[src/logic/img_geom_pkg.sv]
package img_geom_pkg;

    // ========================================================================
    // Record layout
    // ========================================================================

    localparam int WORD_BITS      = 16;
    localparam int PIXEL_BITS     = 12;
    localparam int HEADER_WORDS   = 4;
    localparam int HEADER_BITS    = HEADER_WORDS * WORD_BITS;
    localparam int CHECKSUM_WORDS = 2;

    // ========================================================================
    // Bank storage
    // ========================================================================

    localparam int BANK_DEPTH     = 256;
    localparam int BANK_COUNT     = 2;
    // Pixels left once header and checksum have their slots
    localparam int PIXEL_CAPACITY = BANK_DEPTH - HEADER_WORDS - CHECKSUM_WORDS;

    // Highlight/shadow sampling
    localparam int STAT_TAG_BITS    = 7;
    localparam int STAT_STRIDE_BITS = 2;
    localparam int STAT_COUNT_BITS  = 18;

    typedef logic [WORD_BITS-1:0]              word_t;
    typedef logic [PIXEL_BITS-1:0]             pixel_t;
    typedef logic [$clog2(BANK_DEPTH)-1:0]     bank_addr_t;
    // One extra bit so a full bank length fits
    typedef logic [$clog2(BANK_DEPTH+1)-1:0]   word_count_t;
    typedef logic [$clog2(BANK_COUNT)-1:0]     bank_sel_t;
    typedef logic [STAT_COUNT_BITS-1:0]        stat_count_t;
    // Word 0 sits in the top bits
    typedef logic [HEADER_BITS-1:0]            header_t;

endpackage
[src/logic/img_ctrl_pkg.sv]
package img_ctrl_pkg;

    // Camera pins as sampled in the clk domain
    typedef struct packed {
        logic                 frame_valid;
        logic                 line_valid;
        img_geom_pkg::pixel_t pixel;
    } camera_in_t;

    // Write port shared by all banks
    typedef struct packed {
        logic                     strobe;
        img_geom_pkg::bank_sel_t  bank;
        img_geom_pkg::bank_addr_t addr;
        img_geom_pkg::word_t      word;
    } bank_write_t;

    // End of record, carries the final length
    typedef struct packed {
        logic                      strobe;
        img_geom_pkg::bank_sel_t   bank;
        img_geom_pkg::word_count_t length;
    } bank_commit_t;

    typedef struct packed {
        img_geom_pkg::word_t data;
        logic                last;
    } readout_beat_t;

    typedef struct packed {
        img_geom_pkg::word_count_t word_count;
        img_geom_pkg::stat_count_t highlights;
        img_geom_pkg::stat_count_t shadows;
    } capture_status_t;

    typedef enum logic [2:0] {
        WR_IDLE,
        WR_HEADER,
        WR_WAIT_FRAME_LOW,
        WR_WAIT_FRAME_HIGH,
        WR_PIXELS,
        WR_CHECK_HI,
        WR_CHECK_LO
    } writer_state_e;

    typedef enum logic [1:0] {
        RD_IDLE,
        RD_FETCH,
        RD_STREAM
    } reader_state_e;

endpackage

[src/logic/image_bank.sv]
`timescale 1ns/1ps

module image_bank (
    input  logic                       clk,
    input  logic                       readout_rst,
    input  img_geom_pkg::bank_sel_t    bank_id,
    input  img_ctrl_pkg::bank_write_t  wr,
    input  img_ctrl_pkg::bank_commit_t commit,
    input  img_geom_pkg::bank_addr_t   rd_addr,
    output img_geom_pkg::word_t        rd_word,
    output img_geom_pkg::word_count_t  length
);
    import img_geom_pkg::*;

    word_t mem [BANK_DEPTH];

    // ========================================================================
    // Word storage
    // ========================================================================

    // Writes meant for the other bank are ignored
    always_ff @(posedge clk) begin
        if (wr.strobe && wr.bank == bank_id) begin
            mem[wr.addr] <= wr.word;
        end
        rd_word <= mem[rd_addr];
    end

    // Record length, 0 until a capture commits here
    always_ff @(posedge clk) begin
        if (!readout_rst) begin
            length <= '0;
        end else if (commit.strobe && commit.bank == bank_id) begin
            length <= commit.length;
        end
    end

endmodule

[config.mk]
export PLATFORM = sky130hd
export DESIGN_NAME = image_bank
export DESIGN_NICKNAME = d
export VERILOG_FILES = /design/src/logic/img_geom_pkg.sv /design/src/logic/img_ctrl_pkg.sv /design/src/logic/image_bank.sv
export SDC_FILE = /design/constraint.sdc
export NUM_CORES = 2
export LEC_CHECK = 0
export BUFFER_PORTS_ARGS = -buffer_cell sky130_fd_sc_hd__buf_2
export CAP_MARGIN = 10
export CORE_ASPECT_RATIO = 1.5
export CORE_UTILIZATION = 57
export DETAILED_ROUTE_END_ITERATION = 10
export HOLD_SLACK_MARGIN = 0.06
export PLACE_DENSITY = 0.75
export SKIP_CTS_REPAIR_TIMING = 1
export SYNTH_ARGS = -nofsm -noshare
export SYNTH_HDL_FRONTEND = slang
export SYNTH_SLANG_ARGS = --single-unit
[constraint.sdc]
create_clock -name clk -period 2.6 [get_ports clk]
set_clock_uncertainty 0.1 [all_clocks]
set_input_delay 0.39 -clock clk [delete_from_list [all_inputs] [get_ports clk]]
set_output_delay 0.39 -clock clk [all_outputs]
set_load 0.05 [all_outputs]
[Word-level counts from Yosys, hierarchy flattened]
Memory sizes are Yosys's and may differ from the RTL's. A register that Yosys moved wholly into a read port is not among the register bits.
Cells that the tools add are included.
W data, S select, Z words.
Word-level totals
  register bits: 9
  bits in writable memories: 4096
  input port bits: 48
  output and inout port bits: 25
  logic and storage cells: 8
  memories: 1
Cells by class
  equality and inequality tests: 2
  mux-type cells: 2
  reduce and logical (&&, ||, !) cells: 2
Memory list
  mem: words 256, width 16, rd ports 1, clocked after memory_dff 1, wr ports 1, line image_bank.sv:15  | word_t mem [BANK_DEPTH];
Operators by type and width (count)
  $eq A1 B1 Y1: 2
  $logic_and A1 B1 Y1: 2
  $mux W1: 2

[Longest topological paths before layout]
  depth after elaboration: 4
  mapped depth: 12
  depth with buffers taken out: 6

[Worst setup path after synthesis]
No wires, ideal clock.
  path kind: in2reg
  from: in wr[24] (netlist bit)
  to: mem mem[112][0] (netlist bit), enable pin
  setup time: 0.388 ns
  arrival: 2.334 ns
  data required time: 2.112 ns
  setup slack: -0.222 ns
  stages on the path: 7
  path buffers: 2
  path through: xnor2_1 > and2_1 > clkbuf_1 > nor3b_1 > nand2_1 > clkbuf_1 > nor2_1
On the way
  longest elaborated chain between the ends: 4
RTL lines
  start, declared: line image_bank.sv:7  | input img_ctrl_pkg::bank_write_t wr,
  $eq A1 B1 Y1: line image_bank.sv:23  | if (wr.strobe && wr.bank == bank_id) begin
  $logic_and A1 B1 Y1: line image_bank.sv:23
  $mux W1: line image_bank.sv:23
  $mux W1 (implied by the code): line image_bank.sv:24  | mem[wr.addr] <= wr.word;
  end, declared: line image_bank.sv:15
No other way between the ends.

==> reports/qor.yml <==
floorplanning:
  fp.dieW_um: 433
  coreArea_um2: 278000
  pin_count: 73
  design.die.area_um2: 281000
  die_h_um: 649
  initial_core_util_pct: 57.3
  core.rowCount: 237
clocking:
  cts_sinks: 4121
  htree_levels: 5
  clk_pin_slew_ns: 0.06
  cts_tree: "done"
  cts_buffers: 366
  clock_latency_ns: 0.94
  cts_root_buffer: "clkbuf_16"
  cts_buffer_depth: 4
sta:
  max_clock_freq_mhz: 379
  fin_crit_ns: 2.64
  tightest_slew_ns: 0.904
  final_max_slew_viol_count: 0
  finalCritPeriodShare_pct: 101
  worst_slack_ns: -0.0370
  max_slew_margin_pct: 39.2
  hold_viol: 0
  setup_viol: 3
cells_and_area:
  final_layout_size_suffix_gt1_share_pct: 28.8
  utilization_pct: 67.2
  fin_nets: 8490
  final_common_cell: "edfxtp_1"
  mostFrequentLayoutCells: "edfxtp_1, mux4_2, buf_4"
  syn2layout_area_growth_pct: 17.3
  layout.cells.non_filler: 12446
global_route:
  grt_pass1_wl_um: 615000
  grt_pass1_vias: 84930
  grt_overflow_total: 0
  grt_max_degree: 97
  grt_antenna_before_repair: 17
  grt_usage_pct: 31.1
logic_synthesis:
  ys_warn_count: 0
  synth_area_leader_cell: "edfxtp_1"
  seq_area_frac_synth_pct: 77.7
  async_reset_ff_share_pct: 0
  syn_area_per_cell_um2: 21.5
  synthCells: 7386
  yosys-top-cells-area: "edfxtp_1, mux4_2, mux2i_1, o221ai_1, o22ai_1"
  synth_edf_count: 4096
  synth-seq-cells: 4121
  synth.cell_area_um2: 159000
  syn-num-nets: 7434
  synth.top_cell.area_share_pct: 77.4
  ys.flop_type: "edfxtp_1"
  synth.distinct_cells: 47
detailed_routing:
  avgRoutedWirePerCell_um: 35.2
  routed_via_density: 6.71
  drtPass1Iterations: 8
  drt_iter0_markers: 10706
  antenna_left: 0
  vias: 83491
  drc_errors: 0
  wl_um: 438000
run_status:
  status: "complete, but fails checks"
  violations: "negative setup slack"
worst_setup_path:
  crit_top_cell: "mux4_2"
  arrival_ns: 3.35
  critPathMaxStageDelay_ns: 0.50
  worstPathRequired_ns: 3.31
  cp_max_fo: 1
  r2r_slack_ns: -0.04
  crit_path_end_kind: "flop"
  critPathLaunchType: "flop"
  critPathSlowestCell: "mux4_2"
  crit_chain: "mux4_2 -> mux4_2 -> a22o_1 -> o32ai_1 -> buf_4 -> nor4_1"
  critical_path_class: "flop to flop"
place:
  io_buffers: 72
  dpl.cell_count: 11742
  dp_hpwl_um: 274000
  gp_congestion: 0.972
  dpl_worst_slack_ns: -1.05
job:
  cap_violations: 0
power_and_ir_drop:
  powerDensity_nw_per_um2: 725
  leakagePower_nw: 60.6
  ir_worst_vdd_mv: 0.595
worst_hold_path:
  hp-class: "primary input to flop"
where the power goes:
part	leakage (nW)	switching, W	internal [W]
clock network	5.68	0.0237	0.0300
logic	17.9	0.00509	0.00308
registers	37.0	0.000114	0.0731
area by class of cell:
cell class / count / area (um2)
diodes: 11 / 27.5
clock buffers: 444 / 9580
clock inverters: 213 / 2090
flip-flops and latches: 4121 / 123000
fillers: 16700 / 91100
multi-input cells: 2810 / 33100
inverters: 3 / 23.8
well taps: 3704 / 4630
repair buffers: 1140 / 13500
final timing paths:
check,from,end,cells after the start
worst min-delay path,rd_addr[6],rd_word[4],5
worst min register to register,length[8],length[8],3
worst max register to register,mem[57][6],rd_word[6],6
worst max-delay path,mem[57][6],rd_word[6],6
synthesized netlist by cell type, types with 4 or more instances:
| master | count |
|---|---|
| o21ai_0 | 22 |
| clkbuf_1 | 245 |
| a311oi_1 | 10 |
| o32ai_1 | 13 |
| o22ai_1 | 168 |
| a221oi_1 | 16 |
| o311ai_0 | 10 |
| buf_12 | 5 |
| nor4_2 | 4 |
| nor3_1 | 100 |
| nor4_1 | 24 |
| nand2_1 | 50 |
| and3_1 | 10 |
| buf_2 | 65 |
| o221ai_1 | 283 |
| a21oi_1 | 206 |
| buf_4 | 47 |
| a22oi_1 | 30 |
| mux2i_1 | 617 |
| dfxtp_1 | 25 |
| o31ai_1 | 16 |
| a211oi_1 | 10 |
| nor2b_1 | 15 |
| nor2_1 | 264 |
| mux2_2 | 64 |
| buf_8 | 10 |
| buf_1 | 19 |
| nand3_1 | 23 |
| a22o_1 | 32 |
| nand4_1 | 11 |
| mux4_2 | 788 |
| buf_6 | 61 |
| edfxtp_1 | 4096 |
| and2_1 | 5 |
registers in the layout, summed over array words and instances (netlist names):
name / flops
rd_word: 16
mem: 4096
length: 9
logic make-up (layout without fill, tap and decap cells):
logic type / Yosys count / after routing / synth area share [%]
flops: 4121 / 4121 / 77.7
mux: 1469 / 1469 / 15.5
compound gates: 820 / 820 / 3.69
simple gates: 519 / 519 / 1.48
buf+inv: 455 / 1800 / 1.65
xor+xnor: 2 / 2 / 0.0110
other cells: 0 / 11 / 0
per-layer routing:
layer / share of wire [%] / vias to the layer above / wire length [um] / track usage [%]
met5: 0.018 / - / 80 / 0
met4: 8.8 / 12 / 38400 / 22.7
met3: 9.2 / 1241 / 40200 / 5.09
met2: 50 / 5313 / 218000 / 51.3
met1: 32 / 43391 / 141000 / 37.0
li1: - / 33534 / - / -
critical path: cells and delay by family (launching register included):
family	cells	cell delay, ns
flip-flops	1	0.41
multiplexers	2	1.00
AND/OR/NAND/NOR	1	0.07
buffers and inverters	1	0.20
AO/OA/AOI/OAI	2	0.76
stage by stage:
stage | setup TNS, ns | hold WS (ns) | total power (W) | cell area [um2]
final | -0.0812 | 0.125 | 0.135 | 186000
after global routing | -0.00446 | 0.125 | 0.138 | 186000
after CTS | -0.250 | -0.394 | 0.135 | 186000
after detailed placement | -29.09 | 0.411 | 0.0825 | 174000
after global placement | -18.36 | 0.395 | 0.0823 | 174000
after floorplan | -233.81 | 0.389 | 0.0784 | 159000
Note: power is estimated with default switching activity, not from simulation.
