<file path="config.mk">
export PLATFORM = sky130hd
export DESIGN_NAME = pixel_stats
export DESIGN_NICKNAME = d
export VERILOG_FILES = /design/src/logic/img_geom_pkg.sv /design/src/logic/img_ctrl_pkg.sv /design/src/logic/pixel_stats.sv
export SDC_FILE = /design/constraint.sdc
export NUM_CORES = 1
export LEC_CHECK = 0
export CAP_MARGIN = 25
export CORE_AREA = 5 5 81 75
export CTS_BUF_LIST = sky130_fd_sc_hd__clkbuf_4 sky130_fd_sc_hd__clkbuf_8 sky130_fd_sc_hd__clkbuf_16
export DETAILED_ROUTE_END_ITERATION = 10
export DIE_AREA = 0 0 86 80
export DONT_BUFFER_PORTS = 1
export SYNTH_ARGS = -nofsm -noshare
export SYNTH_HDL_FRONTEND = slang
export SYNTH_SLANG_ARGS = --single-unit
</file>
<file path="constraint.sdc">
create_clock -name clk -period 2.9 [get_ports clk]
set_clock_uncertainty 0.15 [all_clocks]
set_input_delay 0.58 -clock clk [delete_from_list [all_inputs] [get_ports clk]]
set_output_delay 0.58 -clock clk [all_outputs]
set_load 0.02 [all_outputs]
</file>
<file path="src/logic/img_geom_pkg.sv">
package img_geom_pkg;

    // ========================================================================
    // Record layout
    // ========================================================================

    localparam int WORD_BITS      = 16;
    localparam int PIXEL_BITS     = 12;
    localparam int HEADER_WORDS   = 4;
    localparam int HEADER_BITS    = HEADER_WORDS * WORD_BITS;
    localparam int CHECKSUM_WORDS = 2;

    // ========================================================================
    // Bank storage
    // ========================================================================

    localparam int BANK_DEPTH     = 256;
    localparam int BANK_COUNT     = 2;
    // Pixels left once header and checksum have their slots
    localparam int PIXEL_CAPACITY = BANK_DEPTH - HEADER_WORDS - CHECKSUM_WORDS;

    // Highlight/shadow sampling
    localparam int STAT_TAG_BITS    = 7;
    localparam int STAT_STRIDE_BITS = 2;
    localparam int STAT_COUNT_BITS  = 18;

    typedef logic [WORD_BITS-1:0]              word_t;
    typedef logic [PIXEL_BITS-1:0]             pixel_t;
    typedef logic [$clog2(BANK_DEPTH)-1:0]     bank_addr_t;
    // One extra bit so a full bank length fits
    typedef logic [$clog2(BANK_DEPTH+1)-1:0]   word_count_t;
    typedef logic [$clog2(BANK_COUNT)-1:0]     bank_sel_t;
    typedef logic [STAT_COUNT_BITS-1:0]        stat_count_t;
    // Word 0 sits in the top bits
    typedef logic [HEADER_BITS-1:0]            header_t;

endpackage
</file>
<file path="src/logic/img_ctrl_pkg.sv">
package img_ctrl_pkg;

    // Camera pins as sampled in the clk domain
    typedef struct packed {
        logic                 frame_valid;
        logic                 line_valid;
        img_geom_pkg::pixel_t pixel;
    } camera_in_t;

    // Write port shared by all banks
    typedef struct packed {
        logic                     strobe;
        img_geom_pkg::bank_sel_t  bank;
        img_geom_pkg::bank_addr_t addr;
        img_geom_pkg::word_t      word;
    } bank_write_t;

    // End of record, carries the final length
    typedef struct packed {
        logic                      strobe;
        img_geom_pkg::bank_sel_t   bank;
        img_geom_pkg::word_count_t length;
    } bank_commit_t;

    typedef struct packed {
        img_geom_pkg::word_t data;
        logic                last;
    } readout_beat_t;

    typedef struct packed {
        img_geom_pkg::word_count_t word_count;
        img_geom_pkg::stat_count_t highlights;
        img_geom_pkg::stat_count_t shadows;
    } capture_status_t;

    typedef enum logic [2:0] {
        WR_IDLE,
        WR_HEADER,
        WR_WAIT_FRAME_LOW,
        WR_WAIT_FRAME_HIGH,
        WR_PIXELS,
        WR_CHECK_HI,
        WR_CHECK_LO
    } writer_state_e;

    typedef enum logic [1:0] {
        RD_IDLE,
        RD_FETCH,
        RD_STREAM
    } reader_state_e;

endpackage

</file>
<file path="src/logic/pixel_stats.sv">
`timescale 1ns/1ps

module pixel_stats (
    input  logic                      clk,
    input  logic                      readout_rst,
    input  logic                      clear,
    input  img_ctrl_pkg::camera_in_t  camera,
    input  logic                      pixel_window,
    output img_geom_pkg::stat_count_t highlights,
    output img_geom_pkg::stat_count_t shadows
);
    import img_geom_pkg::*;

    logic [STAT_STRIDE_BITS-1:0] col_pos;
    logic [STAT_STRIDE_BITS-1:0] line_pos;
    logic                        line_valid_q;
    logic                        sample;
    logic [STAT_TAG_BITS-1:0]    tag;

    // Every fourth pixel of every fourth line
    assign sample = pixel_window && camera.line_valid && col_pos == '0 && line_pos == '0;
    assign tag    = camera.pixel[PIXEL_BITS-1 -: STAT_TAG_BITS];

    always_ff @(posedge clk) begin
        if (!readout_rst) begin
            col_pos      <= '0;
            line_pos     <= '0;
            line_valid_q <= 1'b0;
            highlights   <= '0;
            shadows      <= '0;
        end else begin
            line_valid_q <= camera.line_valid;
            col_pos      <= camera.line_valid ? col_pos + 1'b1 : '0;
            // Line position steps on the falling edge of line valid
            if (!camera.frame_valid) begin
                line_pos <= '0;
            end else if (line_valid_q && !camera.line_valid) begin
                line_pos <= line_pos + 1'b1;
            end
            if (clear) begin
                highlights <= '0;
                shadows    <= '0;
            end else if (sample) begin
                if (&tag) begin
                    highlights <= highlights + 1'b1;
                end else if (~|tag) begin
                    shadows <= shadows + 1'b1;
                end
            end
        end
    end

endmodule

</file>
# ---- Yosys cells after proc, flatten, opt, wreduce, memory -nomap -nowiden
# Index checks and enable logic that the tools add are counted.
dict set report word_totals {
  word_cells 26
  in_bits 18
  regBits 41
  output_inout_bits 36
}
dict set report classes {
  bitwise_logic 3
  n_reduce_logical 14
  n_addsub 4
}
# cell count
set ops {}
lappend ops {{adder 18 x 1 -> 18 bit (second input constant)} 2}
lappend ops {{AND reduction 8 bit} 1}
lappend ops {{AND reduction 7 bit} 1}
lappend ops {{OR reduction 7 bit} 1}
lappend ops {{adder 2 x 1 -> 2 bit (second input constant)} 2}
lappend ops {{logical AND 1 bit} 4}
lappend ops {{zero test 2 bit} 2}
lappend ops {{AND reduction 2 bit} 2}
lappend ops {{NOT 1 bit} 3}
lappend ops {{AND reduction 3 bit} 1}
lappend ops {{OR reduction 2 bit} 1}
lappend ops {{zero test 1 bit} 1}

# ---- Logic depth before layout (Yosys ltp)
# Gate-level depths: netlist of the first run.
dict set report logic_depth {
  depth_word 4
  depth_mapped 8
  mapped_depth_nobuf 6
}

# ---- Worst setup path before layout of the first run
# Ideal clock, no wire load.
dict set report synth_path {
  kind {in2reg}
  start {in camera[6] (netlist name)}
  end {reg shadows[16]}
  path_buffers 0
  stages 4
  setup_slack_ns 0.990
  arrival_time_ns 1.689
  path_cell_list {nor4_4 nand4_1 or4b_1 a21oi_1}
}
dict set report synth_via {
  elab_chain_len 3
  elab_cells_between_ends 5
  cone_classes {2 x bitwise; 3 x reduce/logical}
}
# element line
set synth_lines {}
lappend synth_lines {{from (decl)} pixel_stats.sv:7} ;# input img_ctrl_pkg::camera_in_t camera,
lappend synth_lines {{OR reduction 7 bit or AND reduction 7 bit (tied branches)} {pixel_stats.sv:46, pixel_stats.sv:44}}
lappend synth_lines {{NOT 1 bit (no line)} --}
lappend synth_lines {{AND reduction 3 bit (no line) *} --}
lappend synth_lines {{to (signal assigned)} pixel_stats.sv:47} ;# shadows <= shadows + 1'b1;
lappend synth_lines {{to (decl)} pixel_stats.sv:10} ;# output img_geom_pkg::stat_count_t shadows
# Mark *: on every way between the ends. The rest lies on a longest branch, timed or not.
# A chain may end at the register's enable or synchronous reset.

# ---- Worst setup path after layout of the first run
dict set report layout_path {
  start {reg shadows[10]}
  end {reg shadows[16]}
}
dict set report layout_via {
  elab_chain_len 1
}
# element line
set layout_lines {}
lappend layout_lines {{adder 18 x 1 -> 18 bit} pixel_stats.sv:47}
# Every way passes these cells.

==> summary.md, run 1 <==
| Metric | Value |
|---|---|
| Final Critical Period | about 2.2 ns |
| Post-synthesis mux area share | 0.0101 |
| Syn Nets | ~250 |
| Max-slew headroom | 0.640 |
| Avg Synthesized Cell Area | about 8.6 um2 |
| Power share of the clock group | 0.449 |
| Synth unique cells | 35 |
| Crit path kind | reg -> reg |
| Flop pwr share | 0.528 |
| Layout area overhead | 8.95% |
| Max_cap viols | 0 |
| Ant. Diodes | 0 |
| Switching fraction of total power | 0.204 |
| # fillers | ~530 |
| Worst-Margin Slew | 0.536 ns |
| Cts repair resizes | 0 |
| Non-Filler Instances | 300 |
| Minimum hold slack | around 0.27 ns |
| All-layer global routing usage | 0.141 |
| Hold Vio Cnt, Final | 0 |
| WP data arrival | 2.25 ns |
| H-tree levels | 2 |
| Psw | roughly 0.22 mW |
| Via-per-instance ratio | between 5 and 6 |
| Post-Synth Adder-Cell Area | 0.0252 |
| Pre-CTS setup slack | about 0.69 ns |
| Clk_lat worst skew | roughly 0.29 ns |
| Register area share after synthesis | 0.414 |
| Final ANT Viol Nets | 0 |
| Total Wirelength | ~4.5 mm |
| Dpl cell area | a little over 2000 um2 |
| Number of buffers created by CTS | 5 |
| Pwr per Cell Area | 495 nW/um2 |
| Setup Viol. Count Final | 0 |
| Row cnt | 25 |
| Post-route cell area | ~2200 um2 |
| Syn Std Cell Area | 1980 um2 |
| Largest net degree at the start of global routing | 37 |
| Die Height | approximately 80 um |
| R2R Setup Slk | a little over 0.7 ns |
| Die ar. | 6880 um2 |
| Status | finished clean |
| Synth Area in XOR/XNOR | 0.0309 |
| Fin nets | between 200 and 300 |
| Int Power | 0.852 mW |
| First-pass GRT wire length | ~7.7 mm |
| GP Congestion | between 0.7 and 0.8 |
| Clock slew at reported path FFs | about 0.080 ns |
| Comb power frac | 0.023 |
| Layout cells sized above 1 | 0.0644 |
| Yosys reg bits | just over 40 |
| Width of the chip | around 86 um |
| Post-synthesis compound-gate area fraction | 0.163 |
| Post-Synthesis Cells | about 230 |
| Worst ir drop on vdd | about 0.26 mV |
| First-pass detailed-route iteration total | 4 |
| Slew Limit Fails | 0 |
| CTS tree | yes |
| Port buffer count | 0 |
| R2R Path Start | shadows[10] |
| Main combinational cell family by area after synthesis | simple AND/OR/NAND/NOR gates |
| DRC viols | 0 |
| Hold WC Path Type | in -> reg |
| Root Buffer | clkbuf_8 |
| Crit path launch type | flop |
| Setup slack after layout | approximately 0.72 ns |
| Hold bufs inserted after CTS | 0 |
| Clock sinks | 41 |
| Starting Density | 0.384 |
| Period utilization | 0.752 |
| Critical Path End | shadows[16] |
| R2R cell count | 4 |
| Vias in the first global route | around 1600 |
| Critical Path Sink Type | flop |
| CTS Buffer Depth | 2 |
| # Post-CTS Setup Buffers | 0 |
| Crit. Startpoint | shadows[10] |
| RSZ-0062 raised after global routing | false |
| Simple-Gate Fraction of Synth Area | 0.318 |
| Gr ovfl total | 0 |
| Avg WL per Cell | 15.0 um |
| Final TNS setup | 0 ns |
| Initial antenna violation count | 0 |
| F_max | between 0.4 and 0.5 GHz |
| Hpwl dp | around 3.2 mm |
| I/O pin count | 54 |
| Routed via count | roughly 1700 |
| YS warnings | 0 |
| Leakage | 0.621 nW |
| Dpl cells | roughly 290 |
| Core Region | about 5200 um2 |
| Worst EP required | a little under 3 ns |
| Critical path fanouts, max | 7 |
| Iter 0 DRT Violations | approximately 120 |
| Worst reg2reg endpoint | shadows[16] |
==> power groups by stage <==
stage	clock, mW	sequential, mW	combinational, mW
after floorplan	0	0.579	0.0207
after global placement	0	0.579	0.0243
after CTS	0.494	0.565	0.0245
after detailed placement	0	0.579	0.0245
final	0.481	0.565	0.0242
after global routing	0.523	0.566	0.0276
==> sequential cells by signal, summed over array words and instances (netlist names) <==
| name | flops |
|---|---|
| line_pos | 2 |
| shadows | 18 |
| col_pos | 2 |
| highlights | 18 |
| line_valid_q | 1 |
==> metal layers <==
| layer | up-vias | track usage | share of wire |
|---|---|---|---|
| met5 | - | 0 | 0 |
| met4 | 0 | 0.0491 | 0.010 |
| met3 | 4 | 0.0578 | 0.086 |
| met2 | 44 | 0.210 | 0.41 |
| met1 | 796 | 0.182 | 0.49 |
| li1 | 877 | - | - |
==> per-stage QoR <==
step                total power, mW  utilization
detailed placement            0.603        0.396
global route                   1.12        0.419
floorplan                     0.599            -
CTS                            1.08        0.419
global placement              0.603        0.396
finish                         1.07        0.419
==> cells in the mapped netlist (all sizes together) <==
cell / number / area share
clkbuf: 3 / 0.0057
nand3: 13 / 0.033
and2: 6 / 0.019
nor2b: 1 / 0.0032
o31ai: 12 / 0.045
or2: 1 / 0.0032
nor4: 3 / 0.017
buf: 6 / 0.019
dfxtp: 41 / 0.41
nand2: 13 / 0.028
or3: 14 / 0.044
or4: 11 / 0.042
nand3b: 1 / 0.0038
ha: 4 / 0.025
and3: 4 / 0.013
xnor2: 5 / 0.022
o21ai: 14 / 0.035
or4b: 1 / 0.0050
nor2: 11 / 0.021
mux2i: 2 / 0.010
nor3: 2 / 0.0050
a21oi: 29 / 0.073
inv: 8 / 0.015
o41ai: 2 / 0.0088
xor2: 2 / 0.0088
and4: 7 / 0.032
nand4bb: 1 / 0.0057
nand4: 13 / 0.041
nand2b: 1 / 0.0032
==> logic make-up after synthesis <==
| family | Yosys count |
|---|---|
| AOI/OAI and AO/OA | 57 |
| xor gates and xnor gates | 7 |
| adders and majority gates | 4 |
| buffers and inverters | 17 |
| DFF | 41 |
| muxes | 2 |
| and+or+nand+nor | 103 |
==> layout by cell type, fill, tap and decap left out, types with 4 or more instances in the layout <==
cell      instances
dfxtp_1          41
a21oi_1          29
o21ai_0          14
or3_1            14
nand4_1          13
nand3_1          13
o31ai_1          12
nand2_1          12
nor2_1           11
or4_1            11
inv_1             8
and4_1            6
and2_1            6
clkbuf_8          6
xnor2_1           5
and3_1            4
ha_1              4
==> layout make-up <==
class | instances | area [um2] | area share
Clock buffer | 6 | 82.6 | 0.0382
Multi-Input combinational cell | 173 | 1080 | 0.502
Tap cell | 67 | 83.8 | 0.0388
Clock inverter | 2 | 37.5 | 0.0174
Timing Repair Buffer | 3 | 22.5 | 0.0104
Inverter | 8 | 30.0 | 0.0139
Sequential cell | 41 | 821 | 0.380
==> worst max-delay path: stages, from the launching register on <==
cell and delay (ns):
dfxtp_1 0.56, nand4_1 0.25, nor4_1 0.53, or4b_1 0.48
a21oi_1 0.15
==> worst min-delay path by stage <==
stage	from	end	slack, ns	cells after the start
after floorplan	col_pos[0]	col_pos[0]	0.31	2
after global placement	col_pos[0]	col_pos[0]	0.33	2
after detailed placement	col_pos[0]	col_pos[0]	0.34	2
after CTS	camera[12]	line_valid_q	0.26	1
after global routing	camera[12]	line_valid_q	0.25	1
final	camera[12]	line_valid_q	0.27	1
Note: power is estimated with default switching activity, not from simulation.
==> run 2: changes to the inputs <==
==> constraint.sdc (replaced) <==
create_clock -name clk -period 1.77 [get_ports clk]
set_clock_uncertainty 0.15 [all_clocks]
set_input_delay 0.354 -clock clk [delete_from_list [all_inputs] [get_ports clk]]
set_output_delay 0.354 -clock clk [all_outputs]
set_load 0.02 [all_outputs]
==> run 2 against run 1 <==
The run now ends with setup timing left. Fmax is 15% higher. Worst hold slack got worse by 0.22 ns. Die area stayed put. Register-to-register slack worse by 0.84 ns. Flip-flop and latch count stayed put. Core utilization increased by 8.8 points. Global-route usage increased by 0.85 points. Critical path type unchanged. Largest cell class unchanged. Highest routed layer unchanged.
==> summary.md, run 2 (synthesized netlist as in run 1, its figures left out) <==
| Metric | Value |
|---|---|
| Clock slew at reported path FFs | 0.07 ns |
| RSZ-0062 raised after global routing | true |
| Routed via count | ~1900 |
| Gr ovfl total | 0 |
| Starting Density | 0.384 |
| Crit path kind | reg -> reg |
| Worst-Margin Slew | between 0.4 and 0.5 ns |
| Hold Vio Cnt, Final | 0 |
| Dpl cell area | ~2400 um2 |
| Pwr per Cell Area | between 600 and 700 nW/um2 |
| F_max | approximately 0.53 GHz |
| Critical Path Sink Type | flop |
| H-tree levels | 2 |
| Die ar. | about 6900 um2 |
| Hold bufs inserted after CTS | 0 |
| Initial antenna violation count | 0 |
| Iter 0 DRT Violations | ~60 |
| Minimum hold slack | roughly 0.05 ns |
| Max_cap viols | 0 |
| Largest regs | highlights x18, shadows x18 |
| Row cnt | 25 |
| I/O pin count | 54 |
| Via-per-instance ratio | 5.49 |
| Vias in the first global route | around 1800 |
| Fin nets | 304 |
| M2 GR Usage | 0.235 |
| All-layer global routing usage | 0.149 |
| Leakage | between 0.8 and 0.9 nW |
| Worst ir drop on vdd | ~0.39 mV |
| Crit. Startpoint | col_pos[0] |
| Slew Limit Fails | 0 |
| Width of the chip | about 86 um |
| GR Util met3 | 0.0774 |
| Hpwl dp | between 3 and 4 mm |
| Worst EP required | 1.85 ns |
| Total Wirelength | approximately 5.1 mm |
| Layout cells sized above 1 | 0.316 |
| Max-slew headroom | 0.730 |
| Final TNS setup | -1.66 ns |
| Ant. Diodes | 0 |
| R2R Path Start | col_pos[0] |
| Period utilization | 1.07 |
| Clk_lat worst skew | between 0.2 and 0.3 ns |
| Root Buffer | clkbuf_8 |
| CTS Buffer Depth | 2 |
| Met1 usage | 0.177 |
| Pre-CTS setup slack | -0.176 ns |
| Min-delay src | readout_rst |
| DRC viols | 0 |
| First-pass GRT wire length | around 8.3 mm |
| Crit path launch type | flop |
| Post-route cell area | approximately 2600 um2 |
| Layout area overhead | 31.8% |
| Core Region | a little over 5000 um2 |
| CTS tree | yes |
| Failing checks | setup timing |
| Avg WL per Cell | between 10 and 15 um |
| Most frequent cells in the layout | 47 x buf_4, 30 x dfxtp_1, 27 x a21oi_1 |
| Final Critical Period | approximately 1.9 ns |
| Commonest non-fill, non-tap cell in the layout | buf_4 |
| Die Height | about 80 um |
| Final ANT Viol Nets | 0 |
| GP Congestion | ~0.76 |
| GR peak layer | met2 |
| Number of buffers created by CTS | 5 |
| Clock sinks | between 40 and 50 |
| First-pass detailed-route iteration total | 4 |
| WP data arrival | 1.97 ns |
| Setup Viol. Count Final | 26 |
| Setup slack after layout | -0.121 ns |
| Critical path fanouts, max | 7 |
| Hold WC Path Type | in -> reg |
| Status | complete, but fails checks |
| Port buffer count | 0 |
| Largest net degree at the start of global routing | 37 |
[run 2: area by class of cell]
type / count / area [um2]
fill: 503 / 2550
timing repair buffer: 53 / 420
inverter: 8 / 30.0
clock buffer: 7 / 90.1
multi-input combinational: 173 / 1160
tap: 67 / 83.8
sequential: 41 / 835
[run 2: report_power, final]
part	switching (mW)	internal, mW	total, mW
clock	0.308	0.325	0.633
combinational	0.0308	0.0218	0.0526
sequential	0.00128	0.925	0.927
[run 2: path summary, 6_finish.rpt]
check | to | slack (ns) | depth (start not counted)
hold reg to reg | shadows[3] | 0.37 | 2
setup / recovery | highlights[8] | -0.12 | 7
hold / removal | line_pos[0] | 0.05 | 2
setup reg to reg | highlights[8] | -0.12 | 7
[run 2: layer usage]
layer / vias to the layer above / part of all wire
met3: 8 / 0.11
met2: 57 / 0.45
met4: 0 / 0.013
met1: 875 / 0.43
li1: 976 / -
met5: - / 0
[run 2: worst max-delay path, stage by stage (launching register included)]
cell and delay, ns:
dfxtp_2 0.32, inv_2 0.06, ha_4 0.13, and4_4 0.24, buf_6 0.12, nand4_1 0.25
or3_1 0.44, a21oi_2 0.11
[run 2: timing repair]
| action | in CTS | in global routing |
|---|---|---|
| setup buffers | 1 | 2 |
| pin swaps | 17 | 12 |
| resized for setup | 6 | 18 |
| endpoints found under the setup margin | 28 | 30 |
[run 2: metrics by stage]
stage,std cells,util,power [mW]
global route,349,0.507,1.69
global placement,339,0.469,0.992
floorplan,231,-,0.983
detailed placement,339,0.469,0.993
CTS,347,0.491,1.63
finish,349,0.507,1.61
