[config.mk]
export PLATFORM = sky130hd
export DESIGN_NAME = frame_writer
export DESIGN_NICKNAME = d
export VERILOG_FILES = /design/src/logic/img_geom_pkg.sv /design/src/logic/img_ctrl_pkg.sv /design/src/logic/frame_writer.sv
export SDC_FILE = /design/constraint.sdc
export NUM_CORES = 1
export LEC_CHECK = 0
export CAP_MARGIN = 20
export CORE_ASPECT_RATIO = 1.4
export CORE_MARGIN = 2
export CORE_UTILIZATION = 65
export DETAILED_ROUTE_END_ITERATION = 10
export DONT_BUFFER_PORTS = 1
export GPL_TIMING_DRIVEN = 0
export PLACE_DENSITY = 0.81
export SYNTH_ARGS = -nofsm -noshare
export SYNTH_HDL_FRONTEND = slang
export SYNTH_SLANG_ARGS = --single-unit
[constraint.sdc]
create_clock -name clk -period 11.2 [get_ports clk]
set_input_delay 0.56 -clock clk [delete_from_list [all_inputs] [get_ports clk]]
set_output_delay 0.56 -clock clk [all_outputs]
set_load 0.05 [all_outputs]
[src/logic/img_geom_pkg.sv]
package img_geom_pkg;

    // ========================================================================
    // Record layout
    // ========================================================================

    localparam int WORD_BITS      = 16;
    localparam int PIXEL_BITS     = 12;
    localparam int HEADER_WORDS   = 4;
    localparam int HEADER_BITS    = HEADER_WORDS * WORD_BITS;
    localparam int CHECKSUM_WORDS = 2;

    // ========================================================================
    // Bank storage
    // ========================================================================

    localparam int BANK_DEPTH     = 256;
    localparam int BANK_COUNT     = 2;
    // Pixels left once header and checksum have their slots
    localparam int PIXEL_CAPACITY = BANK_DEPTH - HEADER_WORDS - CHECKSUM_WORDS;

    // Highlight/shadow sampling
    localparam int STAT_TAG_BITS    = 7;
    localparam int STAT_STRIDE_BITS = 2;
    localparam int STAT_COUNT_BITS  = 18;

    typedef logic [WORD_BITS-1:0]              word_t;
    typedef logic [PIXEL_BITS-1:0]             pixel_t;
    typedef logic [$clog2(BANK_DEPTH)-1:0]     bank_addr_t;
    // One extra bit so a full bank length fits
    typedef logic [$clog2(BANK_DEPTH+1)-1:0]   word_count_t;
    typedef logic [$clog2(BANK_COUNT)-1:0]     bank_sel_t;
    typedef logic [STAT_COUNT_BITS-1:0]        stat_count_t;
    // Word 0 sits in the top bits
    typedef logic [HEADER_BITS-1:0]            header_t;

endpackage
[src/logic/img_ctrl_pkg.sv]
package img_ctrl_pkg;

    // Camera pins as sampled in the clk domain
    typedef struct packed {
        logic                 frame_valid;
        logic                 line_valid;
        img_geom_pkg::pixel_t pixel;
    } camera_in_t;

    // Write port shared by all banks
    typedef struct packed {
        logic                     strobe;
        img_geom_pkg::bank_sel_t  bank;
        img_geom_pkg::bank_addr_t addr;
        img_geom_pkg::word_t      word;
    } bank_write_t;

    // End of record, carries the final length
    typedef struct packed {
        logic                      strobe;
        img_geom_pkg::bank_sel_t   bank;
        img_geom_pkg::word_count_t length;
    } bank_commit_t;

    typedef struct packed {
        img_geom_pkg::word_t data;
        logic                last;
    } readout_beat_t;

    typedef struct packed {
        img_geom_pkg::word_count_t word_count;
        img_geom_pkg::stat_count_t highlights;
        img_geom_pkg::stat_count_t shadows;
    } capture_status_t;

    typedef enum logic [2:0] {
        WR_IDLE,
        WR_HEADER,
        WR_WAIT_FRAME_LOW,
        WR_WAIT_FRAME_HIGH,
        WR_PIXELS,
        WR_CHECK_HI,
        WR_CHECK_LO
    } writer_state_e;

    typedef enum logic [1:0] {
        RD_IDLE,
        RD_FETCH,
        RD_STREAM
    } reader_state_e;

endpackage

[src/logic/frame_writer.sv]
`timescale 1ns/1ps

module frame_writer (
    input  logic                       clk,
    input  logic                       readout_rst,
    input  logic                       start,
    input  img_geom_pkg::bank_sel_t    bank,
    input  img_geom_pkg::header_t      header,
    input  img_ctrl_pkg::camera_in_t   camera,
    output img_ctrl_pkg::bank_write_t  wr,
    output img_ctrl_pkg::bank_commit_t commit,
    output logic                       pixel_window,
    output img_geom_pkg::word_count_t  word_count,
    output logic                       busy,
    output logic                       done
);
    import img_geom_pkg::*;
    import img_ctrl_pkg::*;

    writer_state_e                   state;
    bank_sel_t                       bank_q;
    header_t                         header_sr;
    logic [$clog2(HEADER_WORDS)-1:0] header_left;
    word_count_t                     wr_count;
    bank_addr_t                      next_addr;
    word_t                           sum1;
    word_t                           sum2;
    word_t                           sum1_next;
    word_t                           sum2_next;
    logic                            data_word;
    logic                            take_pixel;

    // One's complement style add, modulo 65535
    function automatic word_t fletcher_add(input word_t acc, input word_t val);
        logic [WORD_BITS:0] total;
        total = {1'b0, acc} + {1'b0, val};
        if (total >= {1'b0, {WORD_BITS{1'b1}}}) begin
            total = total - {1'b0, {WORD_BITS{1'b1}}};
        end
        return total[WORD_BITS-1:0];
    endfunction

    // ========================================================================
    // Fletcher-32 over the words on the write bus
    // ========================================================================

    // Checksum words stay out of the sums
    assign data_word = wr.strobe && state != WR_CHECK_HI && state != WR_CHECK_LO;
    assign sum1_next = data_word ? fletcher_add(sum1, wr.word) : sum1;
    assign sum2_next = data_word ? fletcher_add(sum2, sum1_next) : sum2;

    // Window closes once the pixel slots are used up
    assign pixel_window = (state == WR_WAIT_FRAME_HIGH || state == WR_PIXELS) &&
                          camera.frame_valid &&
                          wr_count < word_count_t'(HEADER_WORDS + PIXEL_CAPACITY);
    assign take_pixel   = pixel_window && camera.line_valid;
    assign next_addr    = bank_addr_t'(wr_count);
    assign word_count   = wr_count;
    assign busy         = state != WR_IDLE;

    always_ff @(posedge clk) begin
        if (state == WR_IDLE && start) begin
            header_sr <= header << WORD_BITS;
            sum1      <= '0;
            sum2      <= '0;
        end else begin
            if (state == WR_HEADER) begin
                header_sr <= header_sr << WORD_BITS;
            end
            sum1 <= sum1_next;
            sum2 <= sum2_next;
        end
    end

    // ========================================================================
    // Capture sequencing
    // ========================================================================

    always_ff @(posedge clk) begin
        if (!readout_rst) begin
            state       <= WR_IDLE;
            bank_q      <= '0;
            header_left <= '0;
            wr_count    <= '0;
            wr          <= '0;
            commit      <= '0;
            done        <= 1'b0;
        end else begin
            wr.strobe     <= 1'b0;
            commit.strobe <= 1'b0;
            done          <= 1'b0;
            case (state)
                WR_IDLE: begin
                    if (start) begin
                        // First header word goes out right away
                        bank_q      <= bank;
                        wr          <= '{1'b1, bank, '0, header[HEADER_BITS-1 -: WORD_BITS]};
                        wr_count    <= word_count_t'(1);
                        header_left <= $bits(header_left)'(HEADER_WORDS - 1);
                        state       <= WR_HEADER;
                    end
                end
                WR_HEADER: begin
                    if (header_left != '0) begin
                        wr          <= '{1'b1, bank_q, next_addr, header_sr[HEADER_BITS-1 -: WORD_BITS]};
                        wr_count    <= wr_count + word_count_t'(1);
                        header_left <= header_left - 1'b1;
                    end else begin
                        state <= WR_WAIT_FRAME_LOW;
                    end
                end
                WR_WAIT_FRAME_LOW: begin
                    if (!camera.frame_valid) begin
                        state <= WR_WAIT_FRAME_HIGH;
                    end
                end
                WR_WAIT_FRAME_HIGH: begin
                    if (camera.frame_valid) begin
                        state <= WR_PIXELS;
                    end
                end
                WR_PIXELS: begin
                    // Frame end, sum2 must include the last pixel still on the bus
                    if (!camera.frame_valid) begin
                        wr       <= '{1'b1, bank_q, next_addr, sum2_next};
                        wr_count <= wr_count + word_count_t'(1);
                        state    <= WR_CHECK_HI;
                    end
                end
                WR_CHECK_HI: begin
                    wr       <= '{1'b1, bank_q, next_addr, sum1};
                    commit   <= '{1'b1, bank_q, wr_count + word_count_t'(1)};
                    wr_count <= wr_count + word_count_t'(1);
                    state    <= WR_CHECK_LO;
                end
                default: begin
                    done  <= 1'b1;
                    state <= WR_IDLE;
                end
            endcase
            if (take_pixel) begin
                wr       <= '{1'b1, bank_q, next_addr, word_t'(camera.pixel)};
                wr_count <= wr_count + word_count_t'(1);
            end
        end
    end

endmodule

======== Word level (Yosys, flattened, before mapping) ========
Cells that the tools add are included.
word-level totals
  register bits ........................... 133
  output and inout port bits .............. 49
  word-level logic and storage cells ...... 90
cells by class
  add/sub/neg operators ................... 6
  magnitude comparators ................... 3
  eq/ne operators ......................... 16
  multiplexer cells ....................... 27
  bitwise operators ....................... 1
  reductions and logical operators ........ 21
operator list
  kind                    count
  $mux 64                 2
  $mux 26                 4
  $pmux 26 s4             1
  $mux 16                 4
  $mux 9                  4
  $pmux 9 s4              1
  $add 16x16->17          2
  $ge 17x16->1 const B    2
  $sub 16x16->16 const B  2
  $pmux 3 s6              1
  $mux 3                  5
  $ne 3x3->1 const B      4
  $mux 11                 1
  $ne 2x2->1 const B      5
  $add 9x1->9 const B     1
  $lt 9x8->1 const B      1
  $reduce_and 4->1        2
  $eq 3x2->1 const B      2
  $eq 3x3->1 const B      2
  $logic_and 1x1->1       6
  $reduce_bool 2->1       3
  $reduce_or 6->1         1
  $reduce_and 5->1        1
  $reduce_bool 5->1       1
  15 further kinds        16

======== Depth between registers and ports, before layout ========
  word-level depth ........................ 11
  mapped depth ............................ 27

======== Worst setup path before layout ========
OpenSTA, ideal clock, no wires.
  kind .................................... register -> register
  from .................................... reg wr[0] (netlist name)
  to ...................................... reg wr[15] (netlist name)
  data arrival time ....................... 6.370 ns
  data required time ...................... 11.134 ns
  setup slack ............................. 4.763 ns
  cell stages (with the launch flop) ...... 27
  cell sequence ........................... dfxtp_1 > ha_1 > inv_1 > fa_1 > nand2b_1 > a21oi_2 > a21oi_1 > o31ai_1 > xor2_1 > nand3_1 > o41ai_4 > buf_4 > nand2_1 > xor2_1 > a21oi_1 > ha_1 > nor2b_4 > o31a_4 > or4_1 > a31oi_1 > xnor2_1 > and4_1 > buf_6 > nand2_2 > o311a_1 > or3b_1 > a21oi_2
between the ends
  cells in the longest elaborated chain, start to end .. 10
  elaborated cells on any way between the ends .. 12
  classes of those cells .................. 4 x add/sub; 2 x order compare; 6 x mux
RTL lines
  item                                                   line                                    source
  from (decl)                                            frame_writer.sv:10                      output img_ctrl_pkg::bank_write_t wr,
  from (signal assigned)                                 frame_writer.sv:97                      wr <= '{1'b1, bank, '0, header[HEADER_BITS-1 -: WORD_BITS]};
  from (signal assigned)                                 frame_writer.sv:105                     wr <= '{1'b1, bank_q, next_addr, header_sr[HEADER_BITS-1 -: WORD_BITS]};
  from (signal assigned)                                 frame_writer.sv:125                     wr <= '{1'b1, bank_q, next_addr, sum2_next};
  $add 16x16->17 (*)                                     frame_writer.sv:36                      total = {1'b0, acc} + {1'b0, val};
  $sub 16x16->16 / $ge 17x16->1 (equally long branches)  frame_writer.sv:38, frame_writer.sv:37
  $mux 16 (*)                                            frame_writer.sv:37                      if (total >= {1'b0, {WORD_BITS{1'b1}}}) begin
  $mux 16 (*)                                            frame_writer.sv:49                      assign sum1_next = data_word ? fletcher_add(sum1, wr.word) : sum1;
  via sum1_next[2]                                       frame_writer.sv:28                      word_t sum1_next;
  $add 16x16->17 (*)                                     frame_writer.sv:36
  $sub 16x16->16 / $ge 17x16->1 (equally long branches)  frame_writer.sv:38, frame_writer.sv:37
  $mux 16 (*)                                            frame_writer.sv:37
  $mux 16 (*)                                            frame_writer.sv:50                      assign sum2_next = data_word ? fletcher_add(sum2, sum1_next) : sum2;
  $mux 26 (*)                                            frame_writer.sv:124                     if (!camera.frame_valid) begin
  $pmux 26 s4 (*)                                        frame_writer.sv:92                      case (state)
Mark *: on every way through the listed nets, which the timed path passes. The rest lies on a longest branch. The select of a mux whose other input is x is not followed.
A chain may end at the register's enable or synchronous reset.

======== Worst setup path in the final report ========
  from .................................... reg wr[0] (netlist name)
  to ...................................... reg wr[8] (netlist name)
between the ends
  cells in the longest elaborated chain, start to end .. 11
  elaborated cells on any way between the ends .. 13
  classes of those cells .................. 4 x add/sub; 2 x order compare; 7 x mux
RTL lines
  item                                                   line                                    source
  $add 16x16->17 (*)                                     frame_writer.sv:36
  $sub 16x16->16 / $ge 17x16->1 (equally long branches)  frame_writer.sv:38, frame_writer.sv:37
  $mux 16 (*)                                            frame_writer.sv:37
  $mux 16 (*)                                            frame_writer.sv:49
  via sum1_next[2]                                       frame_writer.sv:28
  $add 16x16->17 (*)                                     frame_writer.sv:36
  $sub 16x16->16 / $ge 17x16->1 (equally long branches)  frame_writer.sv:38, frame_writer.sv:37
  $mux 16 (*)                                            frame_writer.sv:37
  $mux 16 (*)                                            frame_writer.sv:50
  $mux 26 (*)                                            frame_writer.sv:124
  $pmux 26 s4 (*)                                        frame_writer.sv:92
  $mux 26 (*)                                            frame_writer.sv:141                     if (take_pixel) begin
Marks and branches as above.

==> flow_metrics.env <==
export IMPL_outcome="complete, no violations"
export IMPL_clk_latency_ns=0.42
export IMPL_root_buffer="clkbuf_16"
export IMPL_grt_setup_unrepaired="false"
export IMPL_hpwlAfterDp_um=19000
export IMPL_synth_flop_cell="dfxtp_1"
export IMPL_finalMaxSlewViolations=0
export IMPL_drv_cap=0
export IMPL_via_count=7941
export IMPL_synth_nets=1136
export IMPL_seq_area_frac_synth=0.367
export IMPL_hold_violations=0
export IMPL_path_class="register to register"
export IMPL_grt_pass1_vias=7620
export IMPL_syn_avg_cell_area_sq_um=8.44
export IMPL_power_leakage_nw=3.87
export IMPL_cp_end_kind="register"
export IMPL_synthCells=1014
export IMPL_yosysUniqueCellTypes=85
export IMPL_htree_levels=4
export IMPL_dieArea_sq_um=14100
export IMPL_gr_usage_all_layers=0.360
export IMPL_place_gp_congestion=1.01
export IMPL_place_ws_ns=3.63
export IMPL_cts_clk_slew_worst_paths_ns=0.07
export IMPL_synth_compound_area_frac=0.214
export IMPL_die_w_um=101
export IMPL_cts_hold_fix_buffers=0
export IMPL_start_kind="register"
export IMPL_fmax_ghz=0.127
export IMPL_layout_cells_non_filler=1203
export IMPL_drc=0
export IMPL_cts_setup_buffers=0
export IMPL_holdPathEnd="wr[24]"
export IMPL_required_ns=11.45
export IMPL_r2r_cells=25
export IMPL_cts_tree="built"
export IMPL_tns_ns=0
export IMPL_skew_ns=0.0103
export IMPL_cp_max_fo=10
export IMPL_syn2layout_area_growth_pct=9.75
export IMPL_synth_area_sq_um=8560
export IMPL_holdWs_ns=0.308
export IMPL_start_util=0.665
export IMPL_layout_setup_ws_ns=3.32
export IMPL_synth_xor_area_share=0.0497
export IMPL_cts_buffer_depth=2
export IMPL_synth_edf_count=48
export IMPL_ios=131
export IMPL_post_cts_resized=0
export IMPL_vdd_drop_max_v=0.000191
export IMPL_synthSimpleGateAreaFrac=0.263
export IMPL_io_buffers=0
export IMPL_n_antenna_cell=0
export IMPL_synth_mux_area_frac=0.0121
export IMPL_nNetsFinal=1159
export IMPL_r2r_slack_ns=3.32
export IMPL_synth_top_family_by_area="simple AND/OR/NAND/NOR gates"
export IMPL_ys_ff_latch=133
export IMPL_synth_adder_area_share=0.0602
export IMPL_grt_remaining_overflow=0
export IMPL_regToRegStartpoint="wr[0]"
export IMPL_slew_headroom=0.377
export IMPL_hold_class="input pin to register"
export IMPL_wire_per_inst_um=20.9
export IMPL_cts_sinks=133
export IMPL_antenna_found_initial=0
export IMPL_avgViaCountPerCell=6.60
export IMPL_first_iter_violations=685
export IMPL_core_sq_um=12900
export IMPL_async_reset_ff_frac=0
export IMPL_power_density_nw_per_um2=270
export IMPL_holdPathStages=2
export IMPL_setup_viol=0
export IMPL_wirelength_um=25200
export IMPL_ant_nets=0
export IMPL_die_h_um=140
export IMPL_drtPass1Iterations=6
export IMPL_cts_buffers=17
export IMPL_grt_start_max_net_pins=17
export IMPL_drive_above_1_share=0.0771
export IMPL_dp_cells=1171
export IMPL_worst_slew_pin_slew_ns=0.928
export IMPL_grt_pass1_wl_um=38900
export IMPL_period_share=0.704
export IMPL_worstHoldStart="bank"
export IMPL_crit_arrival_ns=8.14
export IMPL_min_period_ns=7.88
export IMPL_ys_warn_count=0
export IMPL_reg2reg_to="wr[8]"
export IMPL_std_cell_rows=49
==> cells in the final DEF (no fill, tap or decap), drive strengths merged, types with 11 or more instances in the layout <==
master and n:
nor2b 21, nand3 38, a211oi 15, a31oi 11, a22oi 11, a21o 16, xnor2 29, nor3 26
o21a 11, xor2 17, ha 38, nand4 13, clkbuf 64, nand2 187, and3 31, inv 24
nor2 79, buf 13, o21ai 53, dfxtp 85, a21oi 56, edfxtp 48, a222oi 12, and2 24
==> metrics by stage <==
step	utilization	instance area [sq um]	power, W
floorplan	-	8560	0.00166
finish	0.730	9400	0.00254
global placement	0.680	8750	0.00193
CTS	0.730	9400	0.00251
detailed placement	0.684	8810	0.00195
global route	0.730	9400	0.00269
==> registers in the layout, summed over array words and instances (netlist names) <==
register	flops
state	3
wr	26
bank_q	1
header_left	2
sum2	16
done	1
header_sr	48
word_count	9
commit	11
sum1	16
==> report_power, final <==
part	internal, W	switching, W
combinational	0.000432	0.000777
sequential	0.000632	0.000137
clock	0.000317	0.000246
==> how the worst max path moves through the flow <==
stage | startpoint | end | depth (start not counted)
after detailed placement | wr[0] | wr[8] | 25
after global placement | wr[0] | wr[9] | 26
after floorplan | wr[0] | wr[15] | 26
after global routing | wr[0] | wr[8] | 25
after CTS | wr[0] | wr[8] | 25
final | wr[0] | wr[8] | 25
==> cells in the mapped netlist (6+ instances only) <==
cell type / n / area, sq um
nand2b_1: 6 / 37.5
a31oi_1: 9 / 56.3
a211o_1: 6 / 52.6
o211a_1: 9 / 90.1
a21oi_1: 53 / 265
nand4_1: 13 / 81.3
a22oi_1: 11 / 82.6
and2_1: 22 / 138
or3_1: 9 / 56.3
a21o_1: 16 / 120
nor3_1: 25 / 125
o21a_1: 10 / 75.1
xor2_1: 14 / 123
a22o_1: 6 / 52.6
inv_1: 16 / 60.1
o21ai_1: 10 / 50.1
a211oi_1: 9 / 67.6
a222oi_1: 12 / 120
o21ai_0: 42 / 210
mux2i_1: 7 / 70.1
ha_1: 38 / 475
clkbuf_1: 47 / 176
xnor2_1: 29 / 254
nand2_1: 185 / 694
nor2b_1: 20 / 125
nor2_1: 78 / 293
and3_1: 30 / 188
nand3_1: 38 / 190
dfxtp_1: 85 / 1700
edfxtp_1: 48 / 1440
==> routing by layer <==
| metal | up-vias | GRT usage | wire [um] |
|---|---|---|---|
| met3 | 127 | 0.0854 | 2450 |
| met2 | 427 | 0.588 | 11800 |
| li1 | 3726 | - | - |
| met1 | 3661 | 0.411 | 9000 |
| met5 | - | 0 | 0 |
| met4 | 0 | 0.240 | 1950 |
==> logic make-up (layout without fill, tap and decap cells) <==
kind of cell / after synthesis / after routing
AO/OA/AOI/OAI: 251 / 251
XOR/XNOR: 46 / 46
adder cells (fa/ha/maj): 40 / 40
buffers and inverters: 72 / 108
flip-flops: 133 / 133
multiplexers: 10 / 10
AND/OR/NAND/NOR: 462 / 462
==> layout make-up <==
| class | count | area, sq um |
|---|---|---|
| fill | 1006 | 3480 |
| clock inverter | 15 | 165 |
| sequential | 133 | 3140 |
| buffer | 56 | 224 |
| multi-input combinational | 809 | 5150 |
| inverter | 16 | 60.1 |
| clock buffer | 17 | 425 |
| timing repair buffer | 4 | 41.3 |
| tap | 153 | 191 |
==> worst max-delay path, cell delays in order, from the launching register on <==
cell and delay, ns:
dfxtp_1 0.74, ha_1 0.37, inv_1 0.08, fa_1 0.42, nand2b_1 0.21, a21oi_2 0.24
a21oi_1 0.11, o31ai_1 0.37, a31oi_1 0.26, mux2i_1 0.26, o41ai_4 0.45, buf_4 0.25
nand2_1 0.08, xor2_1 0.15, a21oi_1 0.34, ha_1 0.34, nor2b_4 0.15, o31a_4 0.30
or4_1 0.40, a31oi_1 0.31, xnor2_1 0.34, nand4_1 0.36, nor3_1 0.48, a41oi_1 0.17
o311ai_0 0.26, o21ai_0 0.25
(Power assumes the default switching activity.)
